$ cat config.mk
export PLATFORM = sky130hd
export DESIGN_NAME = bev_top
export DESIGN_NICKNAME = d
export VERILOG_FILES = /design/src/design/bev_pkg.sv /design/src/design/ingredient_lane.sv /design/src/design/recipe_decode.sv /design/src/design/stock_judge.sv /design/src/design/bev_ctrl.sv /design/src/design/bev_top.sv
export SDC_FILE = /design/constraint.sdc
export NUM_CORES = 1
export LEC_CHECK = 0
export BUFFER_PORTS_ARGS = -buffer_cell sky130_fd_sc_hd__buf_4
export CAP_MARGIN = 20
export CELL_PAD_IN_SITES_DETAIL_PLACEMENT = 2
export CELL_PAD_IN_SITES_GLOBAL_PLACEMENT = 2
export CORE_MARGIN = 2
export CORE_UTILIZATION = 35
export DETAILED_ROUTE_END_ITERATION = 16
export GPL_TIMING_DRIVEN = 0
export PLACE_DENSITY = 0.79
export SETUP_SLACK_MARGIN = 0.1
export SLEW_MARGIN = 25
export SYNTH_ARGS = -nofsm -noshare
export SYNTH_HDL_FRONTEND = slang
export SYNTH_SLANG_ARGS = --single-unit
$ cat constraint.sdc
create_clock -name clk -period 5.7 [get_ports clk]
set_input_delay 0.285 -clock clk [delete_from_list [all_inputs] [get_ports clk]]
set_output_delay 0.285 -clock clk [all_outputs]
set_load 0.02 [all_outputs]
$ cat src/design/bev_pkg.sv
package bev_pkg;

    typedef logic [11:0] ing_amt_t;
    // Signed so a make result below zero shows up as run-out
    typedef logic signed [12:0] ing_sum_t;
    typedef logic [7:0] box_no_t;
    typedef logic [7:0] month_t;
    typedef logic [7:0] day_t;
    typedef logic [63:0] record_t;

    typedef enum logic [1:0]
    {
        make_drink = 2'd0,
        supply     = 2'd1,
        check_date = 2'd2
    } action_t;

    typedef enum logic [2:0]
    {
        black_tea                = 3'd0,
        milk_tea                 = 3'd1,
        extra_milk_tea           = 3'd2,
        green_tea                = 3'd3,
        green_milk_tea           = 3'd4,
        pineapple_juice          = 3'd5,
        super_pineapple_tea      = 3'd6,
        super_pineapple_milk_tea = 3'd7
    } bev_type_t;

    typedef enum logic [1:0]
    {
        size_s = 2'd0,
        size_m = 2'd1,
        size_l = 2'd2
    } bev_size_t;

    typedef enum logic [1:0]
    {
        no_err = 2'd0,
        no_exp = 2'd1,
        no_ing = 2'd2,
        ing_of = 2'd3
    } err_msg_t;

    localparam int ing_max = 4095;
    localparam int vol_s = 480;
    localparam int vol_m = 720;
    localparam int vol_l = 960;

    // Lane order is black tea, green tea, milk, pineapple juice
    localparam int num_ing = 4;

    // Stock record fields from the top bit down
    localparam int rec_black_tea_lsb = 52;
    localparam int rec_green_tea_lsb = 40;
    localparam int rec_month_lsb     = 32;
    localparam int rec_milk_lsb      = 20;
    localparam int rec_pineapple_lsb = 8;
    localparam int rec_day_lsb       = 0;

    // Field position of each lane in lane order
    localparam int ing_lsb [num_ing] = '{
        rec_black_tea_lsb,
        rec_green_tea_lsb,
        rec_milk_lsb,
        rec_pineapple_lsb
    };

endpackage

$ cat src/design/ingredient_lane.sv
`timescale 1ns/1ps

module ingredient_lane import bev_pkg::*;
#(
    parameter int lane_idx = 0
)
(
    input  logic       clk,
    input  logic       sup_capture,
    input  logic [1:0] sup_cnt,
    input  ing_amt_t   sup_amt,
    input  ing_amt_t   stock,
    input  ing_amt_t   demand,
    output ing_amt_t   made,
    output logic       run_out,
    output ing_amt_t   supplied,
    output logic       overflow
);

    ing_amt_t sup_q;
    ing_sum_t diff;
    // Unsigned sum reaching twice the ingredient maximum
    logic [$bits(ing_sum_t)-1:0] sum;

    // Supply pulses arrive in lane order
    always_ff @(posedge clk)
    begin
        if (sup_capture && sup_cnt == 2'(lane_idx))
            sup_q <= sup_amt;
    end

    assign diff = ing_sum_t'({1'b0, stock}) - ing_sum_t'({1'b0, demand});
    assign run_out = (diff < 0);
    assign made = diff[$bits(ing_amt_t)-1:0];

    assign sum = {1'b0, stock} + {1'b0, sup_q};
    assign overflow = (sum > $bits(sum)'(ing_max));
    assign supplied = overflow ? ing_amt_t'(ing_max) : sum[$bits(ing_amt_t)-1:0];

endmodule

$ cat src/design/recipe_decode.sv
`timescale 1ns/1ps

module recipe_decode import bev_pkg::*;
(
    input  bev_type_t cur_type,
    input  bev_size_t cur_size,
    output ing_amt_t  demand [num_ing]
);

    ing_amt_t base;
    ing_amt_t half;
    ing_amt_t quarter;
    ing_amt_t three_q;

    always_comb
    begin
        case (cur_size)
            size_s:
                base = ing_amt_t'(vol_s);
            size_m:
                base = ing_amt_t'(vol_m);
            size_l:
                base = ing_amt_t'(vol_l);
            default:
                base = ing_amt_t'(vol_s);
        endcase
    end

    // All volumes divide by four exactly
    assign half = base >> 1;
    assign quarter = base >> 2;
    assign three_q = half + quarter;

    always_comb
    begin
        for (int i = 0; i < num_ing; i++)
        begin
            demand[i] = '0;
        end
        case (cur_type)
            black_tea:
                demand[0] = base;
            milk_tea:
            begin
                demand[0] = three_q;
                demand[2] = quarter;
            end
            extra_milk_tea:
            begin
                demand[0] = half;
                demand[2] = half;
            end
            green_tea:
                demand[1] = base;
            green_milk_tea:
            begin
                demand[1] = half;
                demand[2] = half;
            end
            pineapple_juice:
                demand[3] = base;
            super_pineapple_tea:
            begin
                demand[0] = half;
                demand[3] = half;
            end
            super_pineapple_milk_tea:
            begin
                demand[0] = half;
                demand[2] = quarter;
                demand[3] = quarter;
            end
            default:
                demand[0] = base;
        endcase
    end

endmodule

$ cat src/design/stock_judge.sv
`timescale 1ns/1ps

module stock_judge import bev_pkg::*;
(
    input  logic               clk,
    input  logic               rec_load,
    input  logic               judge_en,
    input  logic               wb_en,
    input  record_t            c_data_r,
    input  action_t            cur_action,
    input  month_t             cur_month,
    input  day_t               cur_day,
    input  ing_amt_t           made [num_ing],
    input  logic [num_ing-1:0] run_out,
    input  ing_amt_t           supplied [num_ing],
    input  logic [num_ing-1:0] overflow,
    output ing_amt_t           lane_stock [num_ing],
    output record_t            c_data_w,
    output err_msg_t           err_msg_out,
    output logic               complete_out
);

    record_t rec;
    record_t rec_next;
    month_t  rec_month;
    day_t    rec_day;
    logic    expired;

    assign rec_month = rec[rec_month_lsb +: $bits(month_t)];
    assign rec_day = rec[rec_day_lsb +: $bits(day_t)];
    // Stored date earlier than today
    assign expired = {rec_month, rec_day} < {cur_month, cur_day};

    always_comb
    begin
        for (int i = 0; i < num_ing; i++)
        begin
            lane_stock[i] = rec[ing_lsb[i] +: $bits(ing_amt_t)];
        end
    end

    // Expiry outranks run-out
    always_comb
    begin
        err_msg_out = no_err;
        case (cur_action)
            make_drink:
            begin
                if (expired)
                    err_msg_out = no_exp;
                else if (|run_out)
                    err_msg_out = no_ing;
            end
            supply:
            begin
                if (|overflow)
                    err_msg_out = ing_of;
            end
            check_date:
            begin
                if (expired)
                    err_msg_out = no_exp;
            end
            default:
                err_msg_out = no_err;
        endcase
    end

    assign complete_out = (err_msg_out == no_err);

    always_comb
    begin
        rec_next = rec;
        if (cur_action == supply)
        begin
            for (int i = 0; i < num_ing; i++)
            begin
                rec_next[ing_lsb[i] +: $bits(ing_amt_t)] = supplied[i];
            end
            rec_next[rec_month_lsb +: $bits(month_t)] = cur_month;
            rec_next[rec_day_lsb +: $bits(day_t)] = cur_day;
        end
        else if (cur_action == make_drink && err_msg_out == no_err)
        begin
            for (int i = 0; i < num_ing; i++)
            begin
                rec_next[ing_lsb[i] +: $bits(ing_amt_t)] = made[i];
            end
        end
    end

    always_ff @(posedge clk)
    begin
        if (rec_load)
            rec <= c_data_r;
        else if (judge_en)
            rec <= rec_next;
    end

    assign c_data_w = wb_en ? rec : '0;

endmodule

$ cat src/design/bev_ctrl.sv
`timescale 1ns/1ps

module bev_ctrl import bev_pkg::*;
(
    input  logic      clk,
    input  logic      inf,
    input  logic      sel_action_valid,
    input  action_t   action,
    input  logic      type_valid,
    input  bev_type_t bev_type,
    input  logic      size_valid,
    input  bev_size_t bev_size,
    input  logic      date_valid,
    input  month_t    month,
    input  day_t      day,
    input  logic      box_no_valid,
    input  box_no_t   box_no,
    input  logic      box_sup_valid,
    input  logic      c_out_valid,
    input  err_msg_t  err_msg_in,
    input  logic      complete_in,
    output action_t   cur_action,
    output bev_type_t cur_type,
    output bev_size_t cur_size,
    output month_t    cur_month,
    output day_t      cur_day,
    output logic [1:0] sup_cnt,
    output logic      sup_capture,
    output logic      rec_load,
    output logic      judge_en,
    output logic      c_in_valid,
    output box_no_t   c_addr,
    output logic      c_r_wb,
    output logic      wb_en,
    output logic      out_valid,
    output err_msg_t  err_msg,
    output logic      complete
);

    typedef enum logic [3:0]
    {
        idle, get_type, get_size, get_date, get_box, get_supplies,
        read_req, read_wait, judge, report, write_req, write_wait
    } state_t;

    state_t  state;
    state_t  state_next;
    box_no_t box_q;
    logic    need_write;

    // Failed make drink leaves the record untouched
    assign need_write = (cur_action == supply) ||
                        (cur_action == make_drink && err_msg == no_err);

    always_ff @(posedge clk or negedge inf)
    begin
        if (!inf)
            state <= idle;
        else
            state <= state_next;
    end

    always_comb
    begin
        state_next = state;
        case (state)
            idle:
            begin
                if (sel_action_valid)
                begin
                    if (action == make_drink)
                        state_next = get_type;
                    else if (action == supply || action == check_date)
                        state_next = get_date;
                end
            end
            get_type:
                state_next = type_valid ? get_size : get_type;
            get_size:
                state_next = size_valid ? get_date : get_size;
            get_date:
                state_next = date_valid ? get_box : get_date;
            get_box:
            begin
                if (box_no_valid)
                    state_next = (cur_action == supply) ? get_supplies : read_req;
            end
            get_supplies:
            begin
                if (box_sup_valid && sup_cnt == 2'd3)
                    state_next = read_req;
            end
            read_req:
                state_next = read_wait;
            read_wait:
                state_next = c_out_valid ? judge : read_wait;
            judge:
                state_next = report;
            report:
                state_next = need_write ? write_req : idle;
            write_req:
                state_next = write_wait;
            write_wait:
                state_next = c_out_valid ? idle : write_wait;
            default:
                state_next = idle;
        endcase
    end

    // Operands are taken only in the phase expecting them
    always_ff @(posedge clk)
    begin
        if (state == idle && sel_action_valid)
            cur_action <= action;
        if (state == get_type && type_valid)
            cur_type <= bev_type;
        if (state == get_size && size_valid)
            cur_size <= bev_size;
        if (state == get_date && date_valid)
        begin
            cur_month <= month;
            cur_day <= day;
        end
        if (state == get_box && box_no_valid)
            box_q <= box_no;
    end

    always_ff @(posedge clk or negedge inf)
    begin
        if (!inf)
            sup_cnt <= 2'd0;
        else if (state == idle)
            sup_cnt <= 2'd0;
        else if (sup_capture)
            sup_cnt <= sup_cnt + 2'd1;
    end

    // Verdict held for the single report cycle
    always_ff @(posedge clk or negedge inf)
    begin
        if (!inf)
        begin
            out_valid <= 1'b0;
            err_msg <= no_err;
            complete <= 1'b0;
        end
        else if (state == judge)
        begin
            out_valid <= 1'b1;
            err_msg <= err_msg_in;
            complete <= complete_in;
        end
        else
        begin
            out_valid <= 1'b0;
            err_msg <= no_err;
            complete <= 1'b0;
        end
    end

    assign sup_capture = (state == get_supplies) && box_sup_valid;
    assign rec_load = (state == read_wait) && c_out_valid;
    assign judge_en = (state == judge);
    assign wb_en = (state == write_req);

    // One-cycle bridge request
    assign c_in_valid = (state == read_req) || (state == write_req);
    assign c_r_wb = (state == read_req);
    assign c_addr = box_q;

endmodule

$ cat src/design/bev_top.sv
`timescale 1ns/1ps

module bev_top import bev_pkg::*;
(
    input  logic      clk,
    input  logic      inf,
    input  logic      sel_action_valid,
    input  action_t   action,
    input  logic      type_valid,
    input  bev_type_t bev_type,
    input  logic      size_valid,
    input  bev_size_t bev_size,
    input  logic      date_valid,
    input  month_t    month,
    input  day_t      day,
    input  logic      box_no_valid,
    input  box_no_t   box_no,
    input  logic      box_sup_valid,
    input  ing_amt_t  sup_amt,
    output logic      out_valid,
    output err_msg_t  err_msg,
    output logic      complete,
    output logic      c_in_valid,
    output box_no_t   c_addr,
    output logic      c_r_wb,
    output record_t   c_data_w,
    input  logic      c_out_valid,
    input  record_t   c_data_r
);

    action_t            cur_action;
    bev_type_t          cur_type;
    bev_size_t          cur_size;
    month_t             cur_month;
    day_t               cur_day;
    logic [1:0]         sup_cnt;
    logic               sup_capture;
    logic               rec_load;
    logic               judge_en;
    logic               wb_en;
    err_msg_t           verdict;
    logic               verdict_ok;
    ing_amt_t           demand [num_ing];
    ing_amt_t           lane_stock [num_ing];
    ing_amt_t           made [num_ing];
    ing_amt_t           supplied [num_ing];
    logic [num_ing-1:0] run_out;
    logic [num_ing-1:0] overflow;

    bev_ctrl u_ctrl (
        .clk              (clk),
        .inf              (inf),
        .sel_action_valid (sel_action_valid),
        .action           (action),
        .type_valid       (type_valid),
        .bev_type         (bev_type),
        .size_valid       (size_valid),
        .bev_size         (bev_size),
        .date_valid       (date_valid),
        .month            (month),
        .day              (day),
        .box_no_valid     (box_no_valid),
        .box_no           (box_no),
        .box_sup_valid    (box_sup_valid),
        .c_out_valid      (c_out_valid),
        .err_msg_in       (verdict),
        .complete_in      (verdict_ok),
        .cur_action       (cur_action),
        .cur_type         (cur_type),
        .cur_size         (cur_size),
        .cur_month        (cur_month),
        .cur_day          (cur_day),
        .sup_cnt          (sup_cnt),
        .sup_capture      (sup_capture),
        .rec_load         (rec_load),
        .judge_en         (judge_en),
        .c_in_valid       (c_in_valid),
        .c_addr           (c_addr),
        .c_r_wb           (c_r_wb),
        .wb_en            (wb_en),
        .out_valid        (out_valid),
        .err_msg          (err_msg),
        .complete         (complete)
    );

    recipe_decode u_recipe (
        .cur_type (cur_type),
        .cur_size (cur_size),
        .demand   (demand)
    );

    for (genvar i = 0; i < num_ing; i++)
    begin : g_lane
        ingredient_lane #(
            .lane_idx (i)
        ) u_lane (
            .clk         (clk),
            .sup_capture (sup_capture),
            .sup_cnt     (sup_cnt),
            .sup_amt     (sup_amt),
            .stock       (lane_stock[i]),
            .demand      (demand[i]),
            .made        (made[i]),
            .run_out     (run_out[i]),
            .supplied    (supplied[i]),
            .overflow    (overflow[i])
        );
    end

    stock_judge u_judge (
        .clk          (clk),
        .rec_load     (rec_load),
        .judge_en     (judge_en),
        .wb_en        (wb_en),
        .c_data_r     (c_data_r),
        .cur_action   (cur_action),
        .cur_month    (cur_month),
        .cur_day      (cur_day),
        .made         (made),
        .run_out      (run_out),
        .supplied     (supplied),
        .overflow     (overflow),
        .lane_stock   (lane_stock),
        .c_data_w     (c_data_w),
        .err_msg_out  (verdict),
        .complete_out (verdict_ok)
    );

endmodule

==> flow_metrics.py, run 1 <==
metrics = {
    "run_status": {
        "status": "finished, final reports clean",
    },
    "yosys": {
        "synth_fp_nets": 1372,
        "yosysSeqAreaShare": 0.4163,
        "synth_cell_types": 70,
        "ys_async_sr_fraction": 0.06536,
        "mappedNetlistArea_um2": 10920,
        "ys.warnings.count": 0,
        "number_of_flops_mapped_to_enable_cells_by_yosys": 143,
        "synth.top_cells.by_area": "sky130_fd_sc_hd__edfxtp_1 39%, sky130_fd_sc_hd__ha_1 12%, sky130_fd_sc_hd__nand2_1 3.6%, sky130_fd_sc_hd__o21ai_0 3.4%, sky130_fd_sc_hd__and2_1 3.2%",
        "synth.avg_cell_area_um2": 9.517,
        "synthDominantCellAreaShare": 0.3934,
        "synth_top_area_cell": "sky130_fd_sc_hd__edfxtp_1",
        "gate_count_post_synth": 1147,
        "synthFlopType": "sky130_fd_sc_hd__edfxtp_1",
        "postSynthRegisterBits": 153,
    },
    "floorplan": {
        "core_area_um2": 30670,
        "initial_utilization": 0.3559,
        "chipHeight_um": 180.6,
        "row_count": 64,
        "boundary_pin_count": 194,
        "floorplan.die_area_um2": 32620,
        "fp.dieW_um": 180.6,
    },
    "detailed_routing": {
        "routedWlPerCell_um": 25.47,
        "route.final.wire_length_um": 45570,
        "via_per_inst": 5.729,
        "drt_pre_antenna_iters": 5,
        "antenna_violating_nets_post_route": 0,
        "detailedRoute.firstIterationViolations": 689,
        "drcViolationCount": 0,
        "vias": 10250,
    },
    "place": {
        "gp_routability_congestion": 0.8907,
        "place.port_buffers": 193,
        "post_detail_place_hpwl_um": 35200,
    },
    "clocking": {
        "clock_latency_ns": 0.46,
        "cts_resized": 0,
        "clkTransAtPathRegs_ns": 0.07,
        "cts.htree.levels": 4,
        "clock_tree_from_tritoncts": "done",
        "cts.sink_count": 153,
        "cts_max_path_buffers": 2,
        "tritoncts.num_buffers": 17,
        "clk_root_buffer_cell": "sky130_fd_sc_hd__clkbuf_16",
    },
    "flow_run": {
        "drv_cap": 0,
    },
    "sta": {
        "report.final.hold_viol_count": 0,
        "tightestPinTransition_ns": 1.088,
        "fin_max_slew_vios": 0,
        "final.hold.worst_slack_ns": 0.01021,
        "finalWorstPathRequiredPeriod_ns": 4.454,
        "report.final.setup_viol": 0,
        "rsz_0062_raised_after_global_routing": "false",
        "relSlewSlack": 0.2718,
        "final.setup_skew_ns": 0.01675,
        "finalCritPeriodShare": 0.7815,
        "fmax_mhz": 224.5,
        "final.setup.tns_ns": 0,
    },
    "critical_path": {
        "timing.critical_path.arrival_ns": 4.61,
        "worstSetupEndpointType": "register",
        "start_kind": "register",
        "crit_required_ns": 5.85,
        "timing.setup.critical_path_class": "register to register",
        "path_max_fanout": 19,
    },
    "power": {
        "leak_pwr_uw": 0.005503,
        "power_density_of_the_placed_cells_nw_per_um2": 316.0,
        "ir_worst_vdd_uv": 194.7,
    },
    "global_routing": {
        "grt_pass1_wl_um": 68360,
        "grt_start_max_net_pins": 20,
        "globalRouteOverflowTotal": 0,
        "vias_in_the_first_global_route": 11280,
        "grt.total_usage": 0.2793,
        "antenna_found_initial": 1,
    },
    "final_layout": {
        "drive_above_1_share": 0.1796,
        "area.growth.synth_to_final_pct": 25.56,
        "design.final.nets": 1604,
        "final_core_util": 0.4469,
    },
    "worst_hold_path": {
        "hold_path_class": "input pin to register",
    },
}
## sequential cells by signal (all words and copies together), names as in the netlist
name                 count
g_lane.u_lane.sup_q     48
u_ctrl.c_addr            8
u_ctrl.complete          1
u_ctrl.cur_action        2
u_ctrl.cur_day           8
u_ctrl.cur_month         8
u_ctrl.cur_size          2
u_ctrl.cur_type          3
u_ctrl.err_msg           2
u_ctrl.out_valid         1
u_ctrl.state             4
u_ctrl.sup_cnt           2
u_judge.rec             64
## logic make-up (layout without fill, tap and decap cells)
| kind of cell | Yosys count | count (layout) | synth area share |
|---|---|---|---|
| and+or+nand+nor | 412 | 412 | 0.1870 |
| AOI/OAI and AO/OA | 313 | 313 | 0.1859 |
| DFF | 153 | 153 | 0.4163 |
| adders and majority gates | 109 | 109 | 0.1304 |
| buffers and inverters | 106 | 351 | 0.03645 |
| xor gates and xnor gates | 50 | 50 | 0.04012 |
| muxes | 4 | 4 | 0.003783 |
| other | 0 | 1 | 0 |
## layout make-up
type / instances / area (um2)
clock inverter: 13 / 143.9
antenna: 1 / 2.502
multi-input combinational: 888 / 6013
tap: 396 / 495.5
sequential: 153 / 4544
inverter: 60 / 225.2
fill: 3353 / 16960
buffer: 46 / 172.7
timing repair buffer: 213 / 1675
clock buffer: 19 / 432.9
## routing by layer
metal	GRT usage	wire length [um]
met5	0.02074	99
met4	0.1119	1600
met3	0.05598	2768
met2	0.4740	22060
met1	0.3463	19040
## cells in the final DEF, fill, tap and decap left out, types with 8 or more instances in the layout
cell                            netlist  final
sky130_fd_sc_hd__o211ai_1            10     10
sky130_fd_sc_hd__and2_1              56     56
sky130_fd_sc_hd__ha_1               101    101
sky130_fd_sc_hd__a211oi_1            19     19
sky130_fd_sc_hd__dfrtp_1             10     10
sky130_fd_sc_hd__a21o_1              10     10
sky130_fd_sc_hd__nor2b_1             16     16
sky130_fd_sc_hd__o21ai_1             33     33
sky130_fd_sc_hd__o21ai_0             75     75
sky130_fd_sc_hd__edfxtp_1           143    143
sky130_fd_sc_hd__nand2_1            105    105
sky130_fd_sc_hd__nand2b_1            22     22
sky130_fd_sc_hd__or3_1               11     11
sky130_fd_sc_hd__o21bai_1             9      8
sky130_fd_sc_hd__xor2_1              17     17
sky130_fd_sc_hd__a21oi_1             62     62
sky130_fd_sc_hd__clkbuf_1            44     46
sky130_fd_sc_hd__nor4_1              10     10
sky130_fd_sc_hd__o21a_1              25     25
sky130_fd_sc_hd__nor3_1              48     46
sky130_fd_sc_hd__clkbuf_16            0     17
sky130_fd_sc_hd__nor2_1              85     85
sky130_fd_sc_hd__inv_1               60     60
sky130_fd_sc_hd__nand3_1             26     26
sky130_fd_sc_hd__dlygate4sd3_1        0     14
sky130_fd_sc_hd__xnor2_1             33     33
sky130_fd_sc_hd__o22ai_1             13     13
sky130_fd_sc_hd__fa_1                 8      8
sky130_fd_sc_hd__buf_4                0    195
## repair_timing
action	CTS	global route
buffers inserted	0	0
hold endpoints to repair	22	1
hold buffers	13	1
## worst max-delay path: stages (launching register included)
cell,delay [ns]
sky130_fd_sc_hd__edfxtp_1,0.43
sky130_fd_sc_hd__inv_1,0.09
sky130_fd_sc_hd__ha_1,0.28
sky130_fd_sc_hd__clkbuf_1,0.33
sky130_fd_sc_hd__clkbuf_1,0.44
sky130_fd_sc_hd__o211ai_1,0.28
sky130_fd_sc_hd__ha_1,0.43
sky130_fd_sc_hd__a21oi_1,0.12
sky130_fd_sc_hd__o211ai_1,0.33
sky130_fd_sc_hd__nor2_1,0.14
sky130_fd_sc_hd__nand2_1,0.18
sky130_fd_sc_hd__nand4_1,0.26
sky130_fd_sc_hd__o21bai_4,0.42
sky130_fd_sc_hd__buf_16,0.22
sky130_fd_sc_hd__buf_16,0.18
## worst paths after layout
path                                    start           endpoint  slack, ns  cells after the start
max                        u_ctrl.cur_size[0]    u_judge.rec[55]       1.25                     14
min                                 box_no[1]   u_ctrl.c_addr[1]       0.01                      1
max reg2reg                u_ctrl.cur_size[0]    u_judge.rec[55]       1.25                     14
min reg2reg                 u_ctrl.sup_cnt[1]  u_ctrl.sup_cnt[1]       0.59                      2
max in group asynchronous                 inf    u_ctrl.state[3]       5.34                      2
min in group asynchronous                 inf    u_ctrl.state[2]       0.20                      2
## power by group
| part | leakage, uW | switching (uW) | total, uW | internal (uW) |
|---|---|---|---|---|
| Combinational | 0.00381 | 1060 | 1680 | 623 |
| Sequential | 0.00143 | 76.1 | 1470 | 1390 |
| Clock | 0.000272 | 533 | 1180 | 649 |
## metrics by stage
step / cell area, um2 / setup WS, ns / cells / power [uW]
floorplan: 10920 / 1.035 / 1147 / 2507
global placement: 12860 / -1.407 / 1736 / 3020
detailed placement: 12990 / 1.279 / 1742 / 3131
CTS: 13690 / 1.291 / 1787 / 4325
global route: 13700 / 0.9479 / 1788 / 4545
finish: 13710 / 1.246 / 1789 / 4331
## cells in the mapped netlist, drive strengths merged, types with 3 or more instances
master,number
a211o,5
a211oi,20
a21o,10
a21oi,62
a22o,3
a31oi,4
and2,56
and3,6
clkbuf,44
dfrtp,10
edfxtp,143
fa,8
ha,101
inv,60
mux2i,3
nand2,105
nand2b,22
nand3,26
nand4,6
nor2,86
nor2b,18
nor3,48
nor4,10
nor4b,4
o2111ai,3
o211ai,11
o21a,25
o21ai,108
o21bai,9
o22ai,13
o311ai,3
o31a,8
o31ai,5
o32ai,3
or2,7
or3,11
or4,3
xnor2,33
xor2,17
Power figures use the tool's default switching activity.
==> run 2: changes to the inputs <==
- ABC_AREA: default -> 1
- CORE_UTILIZATION: 35 -> 34
- PLACE_DENSITY: 0.79 -> 0.8
- clock period: 5.7 -> 4.1 ns (I/O delays scaled with it)
==> run 2 against run 1 <==
  * Combinational power up 26%
  * Register-to-register slack worse by 0.96 ns
  * Design area up 5.8%
  * Non-clock buffer count down 7
  * Clock-buffer cell count down 2
  * Sequential cell count unchanged
  * Core utilization down 1.3 points
  * Area after synthesis up 5.5%
  * Sequential power up 35%
==> flow_metrics.py, run 2 <==
metrics = {
    "sta": {
        "worst_slack_ns": 0.2870,
        "final.hold.worst_slack_ns": 0.01247,
        "fin_max_slew_vios": 0,
        "finalCritPeriodShare": 0.9300,
        "final.setup_skew_ns": 0.01207,
        "report.final.setup_viol": 0,
        "report.final.hold_viol_count": 0,
        "rsz_0062_raised_after_global_routing": "false",
        "relSlewSlack": 0.4050,
        "finalWorstPathRequiredPeriod_ns": 3.813,
        "fmax_mhz": 262.3,
        "tightestPinTransition_ns": 0.8916,
    },
    "detailed_routing": {
        "detailedRoute.firstIterationViolations": 674,
        "routedWlPerCell_um": 22.75,
        "via_per_inst": 5.194,
        "route.final.wire_length_um": 49190,
        "antenna_violating_nets_post_route": 0,
        "drt_pre_antenna_iters": 5,
        "drcViolationCount": 0,
        "vias": 11230,
    },
    "yosys": {
        "synth_cell_types": 50,
        "synthFlopType": "sky130_fd_sc_hd__edfxtp_1",
        "ys_async_sr_fraction": 0.06536,
        "cell_types_with_the_highest_counts_after_synthesis": "333 x sky130_fd_sc_hd__nand2_1, 234 x sky130_fd_sc_hd__inv_1, 172 x sky130_fd_sc_hd__nor2_1",
        "synth_top_area_cell": "sky130_fd_sc_hd__edfxtp_1",
        "synth_fp_nets": 1679,
        "postSynthRegisterBits": 153,
        "synth.top_cells.by_area": "sky130_fd_sc_hd__edfxtp_1 37%, sky130_fd_sc_hd__ha_1 11%, sky130_fd_sc_hd__nand2_1 11%, sky130_fd_sc_hd__inv_1 7.6%, sky130_fd_sc_hd__nor2_1 5.6%",
        "synthDominantCellAreaShare": 0.3728,
        "gate_count_post_synth": 1454,
        "synth.avg_cell_area_um2": 7.921,
        "most_common_cell_in_the_netlist": "sky130_fd_sc_hd__nand2_1",
        "number_of_flops_mapped_to_enable_cells_by_yosys": 143,
        "mappedNetlistArea_um2": 11520,
        "ys.warnings.count": 0,
        "yosysSeqAreaShare": 0.3946,
    },
    "final_layout": {
        "layout_commonest_cell": "sky130_fd_sc_hd__nand2_1",
        "area.growth.synth_to_final_pct": 25.87,
        "reg_top3": "u_judge.rec (64), g_lane.u_lane.sup_q (48)",
        "top_library_cells_by_usage_in_the_layout_fill_and_taps_aside": "332 x sky130_fd_sc_hd__nand2_1, 234 x sky130_fd_sc_hd__inv_1, 193 x sky130_fd_sc_hd__buf_4",
        "max_flop_register": "u_judge.rec",
        "design.final.nets": 1926,
        "drive_above_1_share": 0.1750,
        "antennaDiodeCount": 0,
        "instances_no_fill": 2162,
        "largest_register_ffs": 64,
        "finish.instance_area_um2": 14500,
        "fillers": 3770,
    },
    "critical_path": {
        "critical-path-top-delay-family": "simple AND/OR/NAND/NOR gates",
        "start_kind": "register",
        "timing.setup.critical_path_class": "register to register",
        "timing.critical_path.arrival_ns": 3.96,
        "buffers_and_inverters_on_the_worst_path": 4,
        "crit_top_cell": "sky130_fd_sc_hd__nand2_1",
        "worst_path_max_delay_cell": "sky130_fd_sc_hd__edfxtp_1",
        "crit_required_ns": 4.24,
        "worstSetupEndpointType": "register",
        "worst_setup_slack_for_register_to_register_paths_ns": 0.29,
        "critical-path-max-stage-delay_ns": 0.43,
        "crit_path_cell_trace": "ha_2 > inv_1 > clkbuf_2 > a21oi_1 > ha_1 > nand2_1 > inv_1 > nand2_1 > nand3_1 > nand2_1 > nand3_1 > nand2_1 > inv_1 > nand2_1 > nand3_1 > nand3_2 > nand2_8",
        "path_max_fanout": 19,
    },
    "power": {
        "p_int_uw": 3408,
        "leak_pwr_uw": 0.006887,
        "power_density_of_the_placed_cells_nw_per_um2": 391.4,
        "clock_power_share": 0.280,
        "p_comb_frac": 0.372,
        "share_seq_of_total_power": 0.348,
        "net-switching-power_uw": 2265,
        "ir_worst_vdd_uv": 345.0,
        "switching_share": 0.3993,
    },
    "floorplan": {
        "core_area_um2": 33450,
        "row_count": 67,
        "chipHeight_um": 188.1,
        "fp.dieW_um": 188.1,
        "boundary_pin_count": 194,
        "initial_utilization": 0.3443,
        "floorplan.die_area_um2": 35360,
    },
    "clocking": {
        "cts.sink_count": 153,
        "clock_latency_ns": 0.47,
        "tritoncts.num_buffers": 17,
        "postCtsSetupBuffers": 0,
        "clkTransAtPathRegs_ns": 0.07,
        "clk_root_buffer_cell": "sky130_fd_sc_hd__clkbuf_16",
        "clock_tree_from_tritoncts": "done",
        "cts.htree.levels": 4,
        "cts_max_path_buffers": 2,
    },
    "global_routing": {
        "vias_in_the_first_global_route": 12490,
        "grt_start_max_net_pins": 40,
        "globalRouteOverflowTotal": 0,
        "grt_pass1_wl_um": 74430,
        "grt.total_usage": 0.2810,
        "antenna_found_initial": 0,
    },
    "run_status": {
        "status": "finished, final reports clean",
    },
    "place": {
        "placedInstanceArea_um2": 13560,
        "place.port_buffers": 193,
        "gp_routability_congestion": 0.8897,
        "post_detail_place_hpwl_um": 37000,
        "dpl_worst_slack_ns": -0.03779,
        "dpl.cell_count": 2096,
    },
    "flow_run": {
        "drv_cap": 0,
    },
    "worst_hold_path": {
        "hold_path_class": "input pin to register",
    },
}
[run 2: power groups by stage]
stage / clock network [uW] / logic (uW) / registers (uW)
after floorplan: 0 / 1290 / 1990
after global placement: 0 / 1900 / 2000
after detailed placement: 0 / 2010 / 2010
after CTS: 1600 / 2080 / 1970
after global routing: 1640 / 2340 / 1990
final: 1590 / 2110 / 1980
[run 2: path summary, 6_finish.rpt]
kind / startpoint / endpoint / cells after the start
max: u_ctrl.cur_size[0] / u_judge.rec[58] / 17
max reg2reg: u_ctrl.cur_size[0] / u_judge.rec[58] / 17
max in group asynchronous: inf / u_ctrl.err_msg[1] / 2
min: c_data_r[8] / u_judge.rec[8] / 3
min in group asynchronous: inf / u_ctrl.out_valid / 2
min reg2reg: u_ctrl.cur_day[0] / u_judge.rec[0] / 2
[run 2: cell families (layout without fill, tap and decap cells)]
kind of cell | Yosys count | count (layout) | share of synthesized area
AND/OR/NAND/NOR | 660 | 661 | 0.2453
buffers and inverters | 266 | 525 | 0.09125
AO/OA/AOI/OAI | 227 | 227 | 0.1156
flip-flops | 153 | 153 | 0.3946
adder cells (fa/ha/maj) | 109 | 109 | 0.1236
XOR/XNOR | 39 | 39 | 0.02966
[run 2: repair_timing]
action / 4_1_cts / 5_1_grt
pin swaps: 0 / 1
endpoints found under the hold margin: 45 / 0
resized for setup: 2 / 5
hold buffers: 33 / 0
endpoints found under the setup margin: 39 / 39
gates cloned: 0 / 1
[run 2: worst reg2reg max path: cells and delay by family, from the launching register on]
| kind | cells | cell delay (ns) |
|---|---|---|
| flops | 1 | 0.43 |
| compound gates | 1 | 0.17 |
| simple gates | 10 | 1.32 |
| fa+ha+maj | 2 | 0.71 |
| buf+inv | 4 | 0.86 |
[run 2: final cells by class]
cell class,instances,area [um2],share of cell area
clock buffer,17,425.4,0.02935
clock inverter,15,141.4,0.009753
sequential,153,4544,0.3135
timing repair buffer,227,1790,0.1235
buffer,25,146.4,0.01010
multi-input combinational,1036,5981,0.4126
tap,448,560.5,0.03867
inverter,241,907.1,0.06258
[run 2: layer usage]
layer	track usage	wire (um)	up-vias
met1	0.3425	21030	5590
met2	0.4980	24180	280
li1	-	-	5293
met5	0	0	-
met4	0.09691	1490	0
met3	0.04941	2489	66
[run 2: metrics by stage]
| step | total power [uW] | util | setup TNS [ns] |
|---|---|---|---|
| 4_1_cts | 5654 | 0.4325 | 0 |
| 2_1_floorplan | 3282 | - | 0 |
| 3_5_place_dp | 4017 | 0.4054 | -1.239 |
| 5_1_grt | 5973 | 0.4334 | 0 |
| 6_report | 5673 | 0.4334 | 0 |
| 3_3_place_gp | 3905 | 0.4044 | -38.04 |
==> run 3: changes to the inputs <==
- REMOVE_ABC_BUFFERS: default -> 1
==> run 3 against run 2 <==
  * Sequential cell count is the same
  * Die area is the same
  * Wire length is 6.1% lower
  * Worst setup slack gained 0.18 ns
==> flow_metrics.py, run 3 (synthesis results as in run 2) <==
metrics = {
    "run_status": {
        "status": "finished, final reports clean",
    },
    "sta": {
        "finalWorstPathRequiredPeriod_ns": 3.630,
        "report.final.setup_viol": 0,
        "final.hold.worst_slack_ns": 0.01546,
        "worst_slack_ns": 0.4704,
        "report.final.hold_viol_count": 0,
        "rsz_0062_raised_after_global_routing": "false",
        "fin_max_slew_vios": 0,
        "finalCritPeriodShare": 0.8853,
        "tightestPinTransition_ns": 0.8954,
        "final.setup_skew_ns": 0.01446,
        "fmax_mhz": 275.5,
        "relSlewSlack": 0.4009,
        "final.setup.tns_ns": 0,
    },
    "final_layout": {
        "largest_register_ffs": 64,
        "layout_commonest_cell": "sky130_fd_sc_hd__nand2_1",
        "max_flop_register": "u_judge.rec",
        "design.final.nets": 1906,
        "area.growth.synth_to_final_pct": 25.00,
        "finish.instance_area_um2": 14400,
        "drive_above_1_share": 0.1706,
        "top_library_cells_by_usage_in_the_layout_fill_and_taps_aside": "331 x sky130_fd_sc_hd__nand2_1, 233 x sky130_fd_sc_hd__inv_1, 197 x sky130_fd_sc_hd__buf_4",
        "reg_top3": "u_judge.rec (64), g_lane.u_lane.sup_q (48)",
    },
    "floorplan": {
        "floorplan.die_area_um2": 35360,
        "chipHeight_um": 188.1,
        "row_count": 67,
        "boundary_pin_count": 194,
        "initial_utilization": 0.3443,
        "core_area_um2": 33450,
        "fp.dieW_um": 188.1,
    },
    "detailed_routing": {
        "drcViolationCount": 0,
        "drt_pre_antenna_iters": 5,
        "routedWlPerCell_um": 21.56,
        "antenna_violating_nets_post_route": 0,
        "route.final.wire_length_um": 46210,
        "detailedRoute.firstIterationViolations": 584,
        "vias": 11060,
        "via_per_inst": 5.161,
    },
    "clocking": {
        "cts.htree.levels": 4,
        "cts.sink_count": 153,
        "clkTransAtPathRegs_ns": 0.07,
        "tritoncts.num_buffers": 17,
        "clock_latency_ns": 0.45,
        "clock_tree_from_tritoncts": "done",
        "cts_max_path_buffers": 2,
        "clk_root_buffer_cell": "sky130_fd_sc_hd__clkbuf_16",
    },
    "place": {
        "placedInstanceArea_um2": 13460,
        "post_detail_place_hpwl_um": 33200,
        "gp_routability_congestion": 0.8636,
        "dpl_worst_slack_ns": -0.1017,
        "place.port_buffers": 193,
    },
    "critical_path": {
        "timing.critical_path.arrival_ns": 3.83,
        "critical-path-top-delay-family": "simple AND/OR/NAND/NOR gates",
        "startpoint": "u_ctrl.state[2]",
        "critical-path-max-stage-delay_ns": 0.68,
        "start_kind": "register",
        "worst_setup_slack_for_register_to_register_paths_ns": 0.47,
        "timing.setup.critical_path_class": "register to register",
        "worstSetupEndpointType": "register",
        "path_max_fanout": 84,
        "crit-reg2reg-launch": "u_ctrl.state[2]",
        "reg2regPathDepth": 10,
        "crit_path_cell_trace": "nand2_1 > inv_1 > nand2_2 > clkinv_8 > nor2_4 > inv_2 > nor2_4 > nand3_1 > o211ai_1 > inv_1",
        "worst_path_max_delay_cell": "sky130_fd_sc_hd__nand2_2",
        "buffers_and_inverters_on_the_worst_path": 4,
        "crit_required_ns": 4.30,
        "worstSetupPathDepth": 10,
        "r2r-end": "u_judge.rec[29]",
        "worst_setup_path_endpoint": "u_judge.rec[29]",
    },
    "power": {
        "net-switching-power_uw": 2163,
        "leak_pwr_uw": 0.006821,
        "p_comb_frac": 0.371,
        "clock_power_share": 0.274,
        "ir_worst_vdd_uv": 309.5,
        "p_int_uw": 3405,
        "switching_share": 0.3884,
        "power_density_of_the_placed_cells_nw_per_um2": 386.7,
        "share_seq_of_total_power": 0.355,
    },
    "global_routing": {
        "globalRouteOverflowTotal": 0,
        "grt.total_usage": 0.2657,
        "grt_start_max_net_pins": 85,
        "antenna_found_initial": 3,
        "grt_pass1_wl_um": 71170,
        "vias_in_the_first_global_route": 12390,
    },
    "flow_run": {
        "drv_cap": 0,
    },
    "worst_hold_path": {
        "hold_path_class": "input pin to register",
    },
}
[run 3: metrics by stage]
| stage | std cells | total power (uW) | util |
|---|---|---|---|
| floorplan | 1429 | 3257 | - |
| global placement | 2070 | 3859 | 0.4001 |
| detailed placement | 2073 | 3974 | 0.4025 |
| CTS | 2137 | 5533 | 0.4280 |
| global route | 2142 | 5897 | 0.4303 |
| finish | 2143 | 5567 | 0.4304 |
[run 3: worst min path at each step]
stage	from	cells past startpoint	endpoint
after floorplan	inf	0	u_ctrl.complete
after global placement	inf	1	u_ctrl.complete
after detailed placement	inf	1	u_ctrl.complete
after CTS	sup_amt[0]	1	g_lane[3].u_lane.sup_q[0]
after global routing	sup_amt[2]	1	g_lane[3].u_lane.sup_q[2]
final	c_data_r[9]	2	u_judge.rec[9]
[run 3: per-layer routing]
metal | global-route usage | vias to the layer above | wire, um
li1 | - | 5253 | -
met2 | 0.4681 | 263 | 22910
met3 | 0.05390 | 82 | 2226
met4 | 0.1002 | 2 | 1588
met5 | 0 | - | 13
met1 | 0.3180 | 5460 | 19470
[run 3: repair_timing]
action | 4_1_cts | 5_1_grt
endpoints found under the setup margin | 30 | 30
hold endpoints to repair | 41 | 2
gates cloned | 0 | 0
resized for setup | 2 | 10
hold buffers | 32 | 1
pin swaps | 0 | 1
setup buffers | 0 | 4
[run 3: power by group through the flow]
| stage | registers, uW | clock network [uW] | logic [uW] |
|---|---|---|---|
| 6_report | 1980 | 1520 | 2070 |
| 3_5_place_dp | 2010 | 0 | 1970 |
| 2_1_floorplan | 1990 | 0 | 1270 |
| 4_1_cts | 1970 | 1530 | 2020 |
| 3_3_place_gp | 2000 | 0 | 1860 |
| 5_1_grt | 1990 | 1600 | 2310 |
[run 3: worst register-to-register path: cells and delay by family (launching register included)]
kind                   cells  cell delay (ns)
AND/OR/NAND/NOR            5             1.78
AO/OA/AOI/OAI              1             0.09
flip-flops                 1             0.40
buffers and inverters      4             1.10
[run 3: area by class of cell]
type | count | area, um2
fillers | 3765 | 19050
multi-input cells | 1035 | 5972
clock inverters | 10 | 72.57
flip-flops and latches | 153 | 4544
diodes | 1 | 2.502
well taps | 448 | 560.5
clock buffers | 22 | 454.2
repair buffers | 233 | 1868
inverters | 241 | 922.1
